--- config.mk ---
export PLATFORM = sky130hd
export DESIGN_NAME = alloc_top
export DESIGN_NICKNAME = d
export VERILOG_FILES = /design/src/design/alloc_pkg.sv /design/src/design/alloc_top.sv /design/src/design/alloc_mon_core.sv /design/src/design/alloc_ctrl_regs.sv /design/src/design/alloc_ptr_pool.sv
export VERILOG_INCLUDE_DIRS = /design/src /design/src/design
export SDC_FILE = /design/constraint.sdc
export NUM_CORES = 1
export LEC_CHECK = 0
export CAP_MARGIN = 20
export CORE_MARGIN = 4
export CORE_UTILIZATION = 58
export DETAILED_ROUTE_END_ITERATION = 6
export DONT_BUFFER_PORTS = 1
export GPL_ROUTABILITY_DRIVEN = 0
export PLACE_DENSITY = 0.76
export SLEW_MARGIN = 20
export SYNTH_ARGS = -nofsm -noshare
export SYNTH_HDL_FRONTEND = slang
export SYNTH_SLANG_ARGS = --single-unit
--- constraint.sdc ---
create_clock -name clk -period 2 [get_ports clk]
set_clock_uncertainty 0.05 [all_clocks]
set_input_delay 0.2 -clock clk [delete_from_list [all_inputs] [get_ports clk]]
set_output_delay 0.2 -clock clk [all_outputs]
set_load 0.05 [all_outputs]
--- src/design/alloc_cfg.svh ---
/*
 * Allocator build parameters
 * Pointer width, pool size, register address width and counter width
 */
`ifndef ALLOC_CFG_SVH
`define ALLOC_CFG_SVH

// --------------------
// Pointer pool
// --------------------
// Pointer width; the pool holds 2**ALLOC_PTR_WID entries
`define ALLOC_PTR_WID 4
`define ALLOC_MAX_PTRS (1 << `ALLOC_PTR_WID)

// --------------------
// Register map
// --------------------
// Word address width of the register port
`define ALLOC_ADDR_WID 4

// Width of each debug event counter
`define ALLOC_CNT_WID 32

`endif
--- src/design/alloc_pkg.sv ---
/*
 * Allocator package
 * Register word address map and allocator state encoding
 */
`default_nettype none

`include "alloc_cfg.svh"

package alloc_pkg;

    // Register word addresses
    typedef enum logic [`ALLOC_ADDR_WID-1:0] {
        REG_CONTROL              = 0,
        REG_STATUS               = 1,
        REG_STATUS_FLAGS         = 2,
        REG_ALLOC_ERR_PTR        = 3,
        REG_DEALLOC_ERR_PTR      = 4,
        REG_CNT_ACTIVE           = 5,
        REG_DBG_CONTROL          = 6,
        REG_DBG_STATUS           = 7,
        REG_INFO_SIZE            = 8,
        REG_DBG_CNT_ALLOC        = 9,
        REG_DBG_CNT_ALLOC_FAIL   = 10,
        REG_DBG_CNT_ALLOC_ERR    = 11,
        REG_DBG_CNT_DEALLOC      = 12,
        REG_DBG_CNT_DEALLOC_FAIL = 13,
        REG_DBG_CNT_DEALLOC_ERR  = 14
    } alloc_reg_addr_e;

    // Allocator state, read back through REG_DBG_STATUS
    typedef enum logic [1:0] {
        ST_INIT     = 2'd0,
        ST_RUN      = 2'd1,
        ST_DISABLED = 2'd2
    } alloc_state_e;

endpackage : alloc_pkg

`default_nettype wire

--- src/design/alloc_top.sv ---
/*
 * Allocator top level
 * Control registers, pointer pool and monitor core
 */
`timescale 1ns/1ns
`default_nettype none

`include "alloc_cfg.svh"

module alloc_top (
    input  wire logic                       clk,
    input  wire logic                       dbg_cnt_reset,
    input  wire logic                       en,
    input  wire logic                       alloc_req,
    input  wire logic                       dealloc_req,
    input  wire logic [`ALLOC_PTR_WID-1:0]  dealloc_ptr,
    input  wire logic                       reg_wr,
    input  wire logic                       reg_rd,
    input  alloc_pkg::alloc_reg_addr_e      reg_addr,
    input  wire logic [31:0]                reg_wdata,
    output logic                            alloc_valid,
    output logic                            alloc_fail,
    output logic [`ALLOC_PTR_WID-1:0]       alloc_ptr,
    output logic [31:0]                     reg_rdata,
    output logic                            reg_rvalid
);

    import alloc_pkg::*;

    // Control
    logic ctrl_reset;
    logic ctrl_en;
    logic ctrl_alloc_en;
    logic dbg_clear;
    logic enable_bit;

    // Allocator events and status
    logic                       ev_alloc;
    logic                       ev_alloc_fail;
    logic                       ev_alloc_err;
    logic                       ev_dealloc;
    logic                       ev_dealloc_fail;
    logic                       ev_dealloc_err;
    logic [`ALLOC_PTR_WID-1:0]  ev_ptr;
    logic                       init_done;
    alloc_state_e               state;

    alloc_ctrl_regs alloc_ctrl_regs_inst (
        .clk           (clk),
        .dbg_cnt_reset (dbg_cnt_reset),
        .en            (en),
        .reg_wr        (reg_wr),
        .reg_addr      (reg_addr),
        .reg_wdata     (reg_wdata),
        .ctrl_reset    (ctrl_reset),
        .ctrl_en       (ctrl_en),
        .ctrl_alloc_en (ctrl_alloc_en),
        .dbg_clear     (dbg_clear),
        .enable_bit    (enable_bit)
    );

    alloc_ptr_pool alloc_ptr_pool_inst (
        .clk             (clk),
        .dbg_cnt_reset   (dbg_cnt_reset),
        .ctrl_reset      (ctrl_reset),
        .ctrl_en         (ctrl_en),
        .ctrl_alloc_en   (ctrl_alloc_en),
        .alloc_req       (alloc_req),
        .dealloc_req     (dealloc_req),
        .dealloc_ptr     (dealloc_ptr),
        .alloc_valid     (alloc_valid),
        .alloc_fail      (alloc_fail),
        .alloc_ptr       (alloc_ptr),
        .ev_alloc        (ev_alloc),
        .ev_alloc_fail   (ev_alloc_fail),
        .ev_alloc_err    (ev_alloc_err),
        .ev_dealloc      (ev_dealloc),
        .ev_dealloc_fail (ev_dealloc_fail),
        .ev_dealloc_err  (ev_dealloc_err),
        .ev_ptr          (ev_ptr),
        .init_done       (init_done),
        .state           (state)
    );

    alloc_mon_core alloc_mon_core_inst (
        .clk             (clk),
        .dbg_cnt_reset   (dbg_cnt_reset),
        .ctrl_reset      (ctrl_reset),
        .dbg_clear       (dbg_clear),
        .ctrl_en         (ctrl_en),
        .enable_bit      (enable_bit),
        .ctrl_alloc_en   (ctrl_alloc_en),
        .init_done       (init_done),
        .state           (state),
        .ev_alloc        (ev_alloc),
        .ev_alloc_fail   (ev_alloc_fail),
        .ev_alloc_err    (ev_alloc_err),
        .ev_dealloc      (ev_dealloc),
        .ev_dealloc_fail (ev_dealloc_fail),
        .ev_dealloc_err  (ev_dealloc_err),
        .ev_ptr          (ev_ptr),
        .reg_rd          (reg_rd),
        .reg_addr        (reg_addr),
        .reg_rdata       (reg_rdata),
        .reg_rvalid      (reg_rvalid)
    );

endmodule : alloc_top

`default_nettype wire

--- src/design/alloc_mon_core.sv ---
/*
 * Monitor core
 * Active count, clear-on-read flags, error pointers, debug counters
 * and the registered read multiplexer
 */
`timescale 1ns/1ns
`default_nettype none

`include "alloc_cfg.svh"

module alloc_mon_core (
    input  wire logic                       clk,
    input  wire logic                       dbg_cnt_reset,
    input  wire logic                       ctrl_reset,
    input  wire logic                       dbg_clear,
    input  wire logic                       ctrl_en,
    input  wire logic                       enable_bit,
    input  wire logic                       ctrl_alloc_en,
    input  wire logic                       init_done,
    input  alloc_pkg::alloc_state_e         state,
    input  wire logic                       ev_alloc,
    input  wire logic                       ev_alloc_fail,
    input  wire logic                       ev_alloc_err,
    input  wire logic                       ev_dealloc,
    input  wire logic                       ev_dealloc_fail,
    input  wire logic                       ev_dealloc_err,
    input  wire logic [`ALLOC_PTR_WID-1:0]  ev_ptr,
    input  wire logic                       reg_rd,
    input  alloc_pkg::alloc_reg_addr_e      reg_addr,
    output logic [31:0]                     reg_rdata,
    output logic                            reg_rvalid
);

    import alloc_pkg::*;

    // Debug counter slots, in register map order
    localparam int N_CNT = 6;

    logic [`ALLOC_PTR_WID:0]    cnt_active;
    logic                       flag_alloc_err;
    logic                       flag_dealloc_err;
    logic                       flags_rd;
    logic [`ALLOC_PTR_WID-1:0]  alloc_err_ptr;
    logic [`ALLOC_PTR_WID-1:0]  dealloc_err_ptr;
    logic [N_CNT-1:0]           ev_vec;
    logic [`ALLOC_CNT_WID-1:0]  dbg_cnt [N_CNT];
    logic [31:0]                rd_mux;

    // --------------------
    // Active count
    // --------------------
    // A simultaneous alloc and dealloc leaves the count unchanged
    always_ff @(posedge clk) begin
        if (dbg_cnt_reset || ctrl_reset) begin
            cnt_active <= '0;
        end else if (ev_alloc && !ev_dealloc) begin
            cnt_active <= cnt_active + 1'b1;
        end else if (ev_dealloc && !ev_alloc) begin
            cnt_active <= cnt_active - 1'b1;
        end
    end

    // --------------------
    // Sticky flags
    // --------------------
    assign flags_rd = reg_rd && (reg_addr == REG_STATUS_FLAGS);

    // On a read, reload with this cycle's events only
    always_ff @(posedge clk) begin
        if (dbg_cnt_reset || ctrl_reset) begin
            flag_alloc_err   <= 1'b0;
            flag_dealloc_err <= 1'b0;
        end else if (flags_rd) begin
            flag_alloc_err   <= ev_alloc_err;
            flag_dealloc_err <= ev_dealloc_err;
        end else begin
            flag_alloc_err   <= flag_alloc_err || ev_alloc_err;
            flag_dealloc_err <= flag_dealloc_err || ev_dealloc_err;
        end
    end

    // Pointer captured at the most recent error of each kind
    always_ff @(posedge clk) begin
        if (ev_alloc_err)   alloc_err_ptr   <= ev_ptr;
        if (ev_dealloc_err) dealloc_err_ptr <= ev_ptr;
    end

    // --------------------
    // Debug counters
    // --------------------
    assign ev_vec = {ev_dealloc_err, ev_dealloc_fail, ev_dealloc,
                     ev_alloc_err, ev_alloc_fail, ev_alloc};

    // Wrap around on overflow
    always_ff @(posedge clk) begin
        for (int i = 0; i < N_CNT; i++) begin
            if (dbg_cnt_reset || dbg_clear) begin
                dbg_cnt[i] <= '0;
            end else if (ev_vec[i]) begin
                dbg_cnt[i] <= dbg_cnt[i] + 1'b1;
            end
        end
    end

    // --------------------
    // Read multiplexer
    // --------------------
    always_comb begin
        case (reg_addr)
            REG_CONTROL:              rd_mux = {29'b0, ctrl_alloc_en, enable_bit, 1'b0};
            REG_STATUS:               rd_mux = {29'b0, ctrl_en, init_done, ctrl_reset};
            REG_STATUS_FLAGS:         rd_mux = {30'b0, flag_dealloc_err, flag_alloc_err};
            REG_ALLOC_ERR_PTR:        rd_mux = 32'(alloc_err_ptr);
            REG_DEALLOC_ERR_PTR:      rd_mux = 32'(dealloc_err_ptr);
            REG_CNT_ACTIVE:           rd_mux = 32'(cnt_active);
            REG_DBG_STATUS:           rd_mux = 32'(state);
            REG_INFO_SIZE:            rd_mux = 32'(`ALLOC_MAX_PTRS);
            REG_DBG_CNT_ALLOC:        rd_mux = 32'(dbg_cnt[0]);
            REG_DBG_CNT_ALLOC_FAIL:   rd_mux = 32'(dbg_cnt[1]);
            REG_DBG_CNT_ALLOC_ERR:    rd_mux = 32'(dbg_cnt[2]);
            REG_DBG_CNT_DEALLOC:      rd_mux = 32'(dbg_cnt[3]);
            REG_DBG_CNT_DEALLOC_FAIL: rd_mux = 32'(dbg_cnt[4]);
            REG_DBG_CNT_DEALLOC_ERR:  rd_mux = 32'(dbg_cnt[5]);
            // Debug control is write-only, unmapped words read zero
            default:                  rd_mux = '0;
        endcase
    end

    always_ff @(posedge clk) begin
        if (dbg_cnt_reset) begin
            reg_rvalid <= 1'b0;
        end else begin
            reg_rvalid <= reg_rd;
        end
    end

    always_ff @(posedge clk) begin
        if (reg_rd) reg_rdata <= rd_mux;
    end

endmodule : alloc_mon_core

`default_nettype wire

--- src/design/alloc_ctrl_regs.sv ---
/*
 * Control register block
 * Write decode of control and debug control words, reset and clear pulses
 */
`timescale 1ns/1ns
`default_nettype none

`include "alloc_cfg.svh"

module alloc_ctrl_regs (
    input  wire logic                   clk,
    input  wire logic                   dbg_cnt_reset,
    input  wire logic                   en,
    input  wire logic                   reg_wr,
    input  alloc_pkg::alloc_reg_addr_e  reg_addr,
    input  wire logic [31:0]            reg_wdata,
    output logic                        ctrl_reset,
    output logic                        ctrl_en,
    output logic                        ctrl_alloc_en,
    output logic                        dbg_clear,
    output logic                        enable_bit
);

    import alloc_pkg::*;

    logic ctrl_wr;
    logic dbg_wr;
    logic reset_req;
    logic clear_req;

    // --------------------
    // Write decode
    // --------------------
    assign ctrl_wr   = reg_wr && (reg_addr == REG_CONTROL);
    assign dbg_wr    = reg_wr && (reg_addr == REG_DBG_CONTROL);

    // Write-only pulse bits
    assign reset_req = ctrl_wr && reg_wdata[0];
    assign clear_req = dbg_wr && reg_wdata[0];

    // --------------------
    // Control bits
    // --------------------
    always_ff @(posedge clk) begin
        if (dbg_cnt_reset) begin
            enable_bit    <= 1'b0;
            ctrl_alloc_en <= 1'b0;
        end else if (ctrl_wr) begin
            enable_bit    <= reg_wdata[1];
            ctrl_alloc_en <= reg_wdata[2];
        end
    end

    // Block is enabled only when both the pin and the register agree
    always_ff @(posedge clk) begin
        if (dbg_cnt_reset) begin
            ctrl_en <= 1'b0;
        end else begin
            ctrl_en <= en && enable_bit;
        end
    end

    // --------------------
    // Reset and clear
    // --------------------
    // Function reset follows the block reset by one cycle
    always_ff @(posedge clk) begin
        if (dbg_cnt_reset) begin
            ctrl_reset <= 1'b1;
        end else begin
            ctrl_reset <= reset_req;
        end
    end

    // Counter clear on block reset, function reset or debug write
    always_ff @(posedge clk) begin
        if (dbg_cnt_reset) begin
            dbg_clear <= 1'b1;
        end else begin
            dbg_clear <= ctrl_reset || clear_req;
        end
    end

endmodule : alloc_ctrl_regs

`default_nettype wire

--- src/design/alloc_ptr_pool.sv ---
/*
 * Free-pointer pool allocator
 * Bitmap of free entries, init sweep, lowest-free search, event pulses
 */
`timescale 1ns/1ns
`default_nettype none

`include "alloc_cfg.svh"

module alloc_ptr_pool (
    input  wire logic                       clk,
    input  wire logic                       dbg_cnt_reset,
    input  wire logic                       ctrl_reset,
    input  wire logic                       ctrl_en,
    input  wire logic                       ctrl_alloc_en,
    input  wire logic                       alloc_req,
    input  wire logic                       dealloc_req,
    input  wire logic [`ALLOC_PTR_WID-1:0]  dealloc_ptr,
    output logic                            alloc_valid,
    output logic                            alloc_fail,
    output logic [`ALLOC_PTR_WID-1:0]       alloc_ptr,
    output logic                            ev_alloc,
    output logic                            ev_alloc_fail,
    output logic                            ev_alloc_err,
    output logic                            ev_dealloc,
    output logic                            ev_dealloc_fail,
    output logic                            ev_dealloc_err,
    output logic [`ALLOC_PTR_WID-1:0]       ev_ptr,
    output logic                            init_done,
    output alloc_pkg::alloc_state_e         state
);

    import alloc_pkg::*;

    // One bit per entry, set when the entry is free
    logic [`ALLOC_MAX_PTRS-1:0] free_map;
    logic [`ALLOC_PTR_WID-1:0]  sweep_idx;
    logic [`ALLOC_PTR_WID-1:0]  low_ptr;
    logic                       any_free;

    // Request outcomes for this cycle
    logic alloc_ok;
    logic alloc_nofree;
    logic alloc_bad;
    logic dealloc_ok;
    logic dealloc_off;
    logic dealloc_dup;

    // --------------------
    // Lowest free entry
    // --------------------
    // Scan from the top so the lowest set bit wins
    always_comb begin
        low_ptr = '0;
        for (int i = `ALLOC_MAX_PTRS - 1; i >= 0; i--) begin
            if (free_map[i]) begin
                low_ptr = `ALLOC_PTR_WID'(i);
            end
        end
    end

    assign any_free = |free_map;

    // --------------------
    // Request decode
    // --------------------
    always_comb begin
        alloc_ok     = 1'b0;
        alloc_nofree = 1'b0;
        alloc_bad    = 1'b0;
        if (alloc_req) begin
            if (state != ST_RUN || !ctrl_alloc_en) begin
                alloc_bad = 1'b1;
            end else if (!any_free) begin
                alloc_nofree = 1'b1;
            end else begin
                alloc_ok = 1'b1;
            end
        end
    end

    // Dealloc checks the bitmap as it stood before this cycle
    always_comb begin
        dealloc_ok  = 1'b0;
        dealloc_off = 1'b0;
        dealloc_dup = 1'b0;
        if (dealloc_req) begin
            if (state != ST_RUN) begin
                dealloc_off = 1'b1;
            end else if (free_map[dealloc_ptr]) begin
                dealloc_dup = 1'b1;
            end else begin
                dealloc_ok = 1'b1;
            end
        end
    end

    // --------------------
    // State and pulses
    // --------------------
    always_ff @(posedge clk) begin
        if (dbg_cnt_reset || ctrl_reset) begin
            state           <= ST_INIT;
            sweep_idx       <= '0;
            init_done       <= 1'b0;
            alloc_valid     <= 1'b0;
            alloc_fail      <= 1'b0;
            ev_alloc        <= 1'b0;
            ev_alloc_fail   <= 1'b0;
            ev_alloc_err    <= 1'b0;
            ev_dealloc      <= 1'b0;
            ev_dealloc_fail <= 1'b0;
            ev_dealloc_err  <= 1'b0;
        end else begin
            alloc_valid     <= alloc_ok;
            alloc_fail      <= alloc_nofree;
            ev_alloc        <= alloc_ok;
            ev_alloc_fail   <= alloc_nofree;
            ev_alloc_err    <= alloc_bad;
            ev_dealloc      <= dealloc_ok;
            ev_dealloc_fail <= dealloc_off;
            ev_dealloc_err  <= dealloc_dup;
            case (state)
                ST_INIT: begin
                    sweep_idx <= sweep_idx + 1'b1;
                    // Last entry swept this cycle
                    if (&sweep_idx) begin
                        init_done <= 1'b1;
                        state     <= ctrl_en ? ST_RUN : ST_DISABLED;
                    end
                end
                ST_RUN: begin
                    if (!ctrl_en) state <= ST_DISABLED;
                end
                ST_DISABLED: begin
                    if (ctrl_en) state <= ST_RUN;
                end
                default: state <= ST_INIT;
            endcase
        end
    end

    // --------------------
    // Bitmap and pointers
    // --------------------
    always_ff @(posedge clk) begin
        if (state == ST_INIT) free_map[sweep_idx] <= 1'b1;
        if (alloc_ok) begin
            free_map[low_ptr] <= 1'b0;
            alloc_ptr         <= low_ptr;
        end
        if (dealloc_ok) free_map[dealloc_ptr] <= 1'b1;

        // Error pointers take priority on ev_ptr
        if (dealloc_dup) begin
            ev_ptr <= dealloc_ptr;
        end else if (alloc_bad) begin
            ev_ptr <= '0;
        end else if (alloc_ok) begin
            ev_ptr <= low_ptr;
        end else if (dealloc_ok) begin
            ev_ptr <= dealloc_ptr;
        end
    end

endmodule : alloc_ptr_pool

`default_nettype wire

==> metrics.yaml <==
grt_pass1_wl_um: 66800
clock_latency_ns: 0.57
postRouteAntennaNets: 0
ys_seq_elements: 282
worst-endpoint-arrival_ns: 2.44
place_inst: 1914
setup_slack_ns: -0.0523
rows: 58
drt-wirelength-per-cell_um: 21.1
die_width_um: 169
placed_cell_area_mm2: 0.0168
setup_viol: 9
routed-via-count: 12900
crit_required_ns: 2.39
power_density_mw_per_mm2: 689
async_flop_share_pct: 0
routed_wirelength_um: 43000
utilization_pct: 73.2
rsz0062_at_grt: "true"
grt_pass1_vias: 12300
drive_gt1_share_pct: 21.7
worst_pin_slew_ns: 1.01
synth_cell_type_count: 74
grt_usage_pct: 29.0
io-pin-count: 86
fin_area_mm2: 0.0185
worstReg2RegStart: "alloc_mon_core_inst.dbg_cnt[1][20]$_SDFFCE_PN0P_"
max_freq_mhz: 487
hold_depth: 3
first_pass_iters: 6
worst-setup-path-type: "reg2reg"
post_drt_via_cell_ratio: 6.32
status: "finished with violations"
syn-cell-area_mm2: 0.0150
start_util_pct: 59.3
r2r_end: "alloc_mon_core_inst.dbg_cnt[1][28]$_SDFFCE_PN0P_"
synth_ff_type: "edfxtp_1"
drv_cap: 0
hold_end: "alloc_mon_core_inst.reg_rdata[0]$_DFFE_PP_"
avgSynthCellArea_um2: 10.3
root_buffer: "clkbuf_16"
io_buffers: 0
fill_cells: 1673
dp_hpwl_um: 29400
min_path_type: "in2reg"
ys_seq_area_share_pct: 53.6
cp-end-kind: "flip-flop"
period_share_pct: 103
relSlewSlack_pct: 32.1
clock-sinks: 282
start_kind: "flip-flop"
cts_buffer_depth: 3
synth_nets: 1516
drc: 0
die_y_um: 169
final-hold-violation-count: 0
drt_iter0_drc: 1664
p_total_mw: 12.8
grt_antenna_before_repair: 1
clk_pin_slew_worst_paths_ns: 0.06
htree_levels: 1
numCtsBuffers: 31
ir_worst_vdd_uv: 762
cts_tree: "built"
r2r_cells: 5
core_area_mm2: 0.0253
finalNetCount: 1741
area_growth_syn_to_layout_pct: 23.5
drv_slew: 0
hp-start: "reg_addr[0]"
grt_max_degree: 34
gr-total-overflow: 0
failed_checks: "negative setup slack"
leakage_nw: 6.78
yosys_warnings: 0
die-area_mm2: 0.0285
stdcell_count: 2034
final.min_clock_period_ns: 2.05
rrSetupSlack_ns: -0.05
path_max_fanout: 6
synth_edf_count: 240
synthCells: 1454
==> power by group <==
part           switching [mW]  internal, mW  leakage [nW]  total [mW]
Clock                    2.29          2.91         0.440        5.20
Combinational           0.412         0.316          3.27       0.728
Sequential              0.293          6.55          3.08        6.85
Total                    2.99          9.78          6.78        12.8
==> Yosys cell counts (4+ instances only) <==
cell type	n	area share (%)
nand4_1	45	1.9
and4_1	22	1.3
nor3_1	19	0.63
a21oi_1	49	1.6
or2_2	6	0.25
edfxtp_1	240	48
and2_1	5	0.21
xor2_1	112	6.5
clkbuf_1	56	1.4
a22oi_1	86	4.3
nand2_1	96	2.4
and3_1	30	1.3
ha_1	14	1.2
buf_1	4	0.10
inv_1	34	0.85
o32ai_1	6	0.35
or3_1	35	1.5
dfxtp_1	42	5.6
mux2i_1	12	0.80
a31oi_1	13	0.54
nand2b_1	10	0.42
nor2_1	225	5.6
o22ai_1	7	0.29
nor2b_1	9	0.38
mux2_2	4	0.30
o21ai_0	37	1.2
nor4_1	11	0.46
nand3_1	107	3.6
xnor2_1	49	2.9
==> sequential cells by signal, summed over array words and instances (netlist names), 2 cells and up <==
name / flops
alloc_mon_core_inst.dbg_cnt: 192
alloc_mon_core_inst.alloc_err_ptr: 4
alloc_ptr_pool_inst.sweep_idx: 4
alloc_ptr_pool_inst.free_map: 16
alloc_ptr_pool_inst.alloc_ptr: 4
alloc_ptr_pool_inst.state: 2
alloc_mon_core_inst.dealloc_err_ptr: 4
alloc_mon_core_inst.cnt_active: 5
alloc_ptr_pool_inst.ev_ptr: 4
alloc_mon_core_inst.reg_rdata: 32
==> metrics by stage <==
stage / setup slack [ns] / setup TNS [ns] / hold slack [ns]
2_1_floorplan: -0.124 / -0.568 / 0.262
3_3_place_gp: -0.107 / -0.474 / 0.224
3_5_place_dp: -0.171 / -1.59 / 0.229
4_1_cts: -0.0704 / -0.211 / 0.0128
5_1_grt: -0.116 / -1.56 / 0.0258
6_report: -0.0523 / -0.253 / 0.0208
==> worst max-delay path, cell delays in order (launching register included) <==
cell and delay (ns):
edfxtp_1 0.37, inv_2 0.04, or4_4 0.54, or3_4 0.44, or4_1 0.42, nand2_1 0.07
==> layout by cell type (no fill, tap or decap), types with 8 or more instances in the layout <==
master and instances:
mux2i_1 12, nor2_1 217, nand2_1 95, nor3_1 13, o21ai_0 32, clkbuf_1 12
or3_1 31, nand3_1 93, dfxtp_1 39, nand2b_1 10, nand4_1 45, clkbuf_16 31
a21oi_1 43, ha_1 8, buf_4 221, dlygate4sd3_1 24, xor2_1 112, edfxtp_1 240
nand3_2 11, inv_1 32, nor2b_1 8, and4_1 14, and3_1 29, a22oi_1 86
and4_4 8, xnor2_1 48, a31oi_1 13
==> layout make-up <==
cell class              instances  area [µm²]  share of cell area (%)
diodes                          2        5.00                  0.0270
clock buffers                  45         848                    4.58
clock inverters                11        55.1                   0.297
inverters                      34         128                   0.688
multi-input cells            1075        6960                    37.6
flip-flops and latches        282        8050                    43.4
well taps                     330         413                    2.23
repair buffers                255        2070                    11.2
==> metal layers <==
| metal | track usage (%) | wire length, µm |
|---|---|---|
| met5 | 0 | 0 |
| met4 | 9.84 | 1610 |
| met3 | 4.55 | 4640 |
| met2 | 46.6 | 20200 |
| met1 | 40.7 | 16600 |
==> kinds of logic (layout without fill, tap and decap cells) <==
logic type	Yosys count	after routing	share of synthesized area [%]
buffers and inverters	98	345	2.53
xor gates and xnor gates	161	161	9.40
AOI/OAI and AO/OA	237	237	10.6
adders and majority gates	15	15	1.30
DFF	282	282	53.6
and+or+nand+nor	644	645	21.3
other	0	2	0
muxes	17	17	1.25
==> worst max-delay path by stage <==
stage / cells past startpoint / end / from
finish: 5 / alloc_mon_core_inst.dbg_cnt[1][28]$_SDFFCE_PN0P_ / alloc_mon_core_inst.dbg_cnt[1][20]$_SDFFCE_PN0P_
detailed placement: 8 / alloc_mon_core_inst.dbg_cnt[1][29]$_SDFFCE_PN0P_ / alloc_mon_core_inst.dbg_cnt[1][21]$_SDFFCE_PN0P_
global placement: 8 / alloc_mon_core_inst.dbg_cnt[1][27]$_SDFFCE_PN0P_ / alloc_mon_core_inst.dbg_cnt[1][21]$_SDFFCE_PN0P_
floorplan: 6 / alloc_mon_core_inst.dbg_cnt[1][30]$_SDFFCE_PN0P_ / alloc_mon_core_inst.dbg_cnt[1][15]$_SDFFCE_PN0P_
global route: 8 / alloc_mon_core_inst.dbg_cnt[1][29]$_SDFFCE_PN0P_ / alloc_mon_core_inst.dbg_cnt[1][20]$_SDFFCE_PN0P_
CTS: 8 / alloc_mon_core_inst.dbg_cnt[1][29]$_SDFFCE_PN0P_ / alloc_mon_core_inst.dbg_cnt[1][20]$_SDFFCE_PN0P_
==> timing repair <==
| item | CTS | global route |
|---|---|---|
| hold endpoints to repair | 64 | 0 |
| pin swaps | 8 | 23 |
| gates cloned | 1 | 0 |
| endpoints found under the setup margin | 26 | 83 |
| buffers inserted | 6 | 30 |
| gates resized for setup | 17 | 70 |
| hold buffers | 25 | 0 |
(Power assumes the default switching activity.)
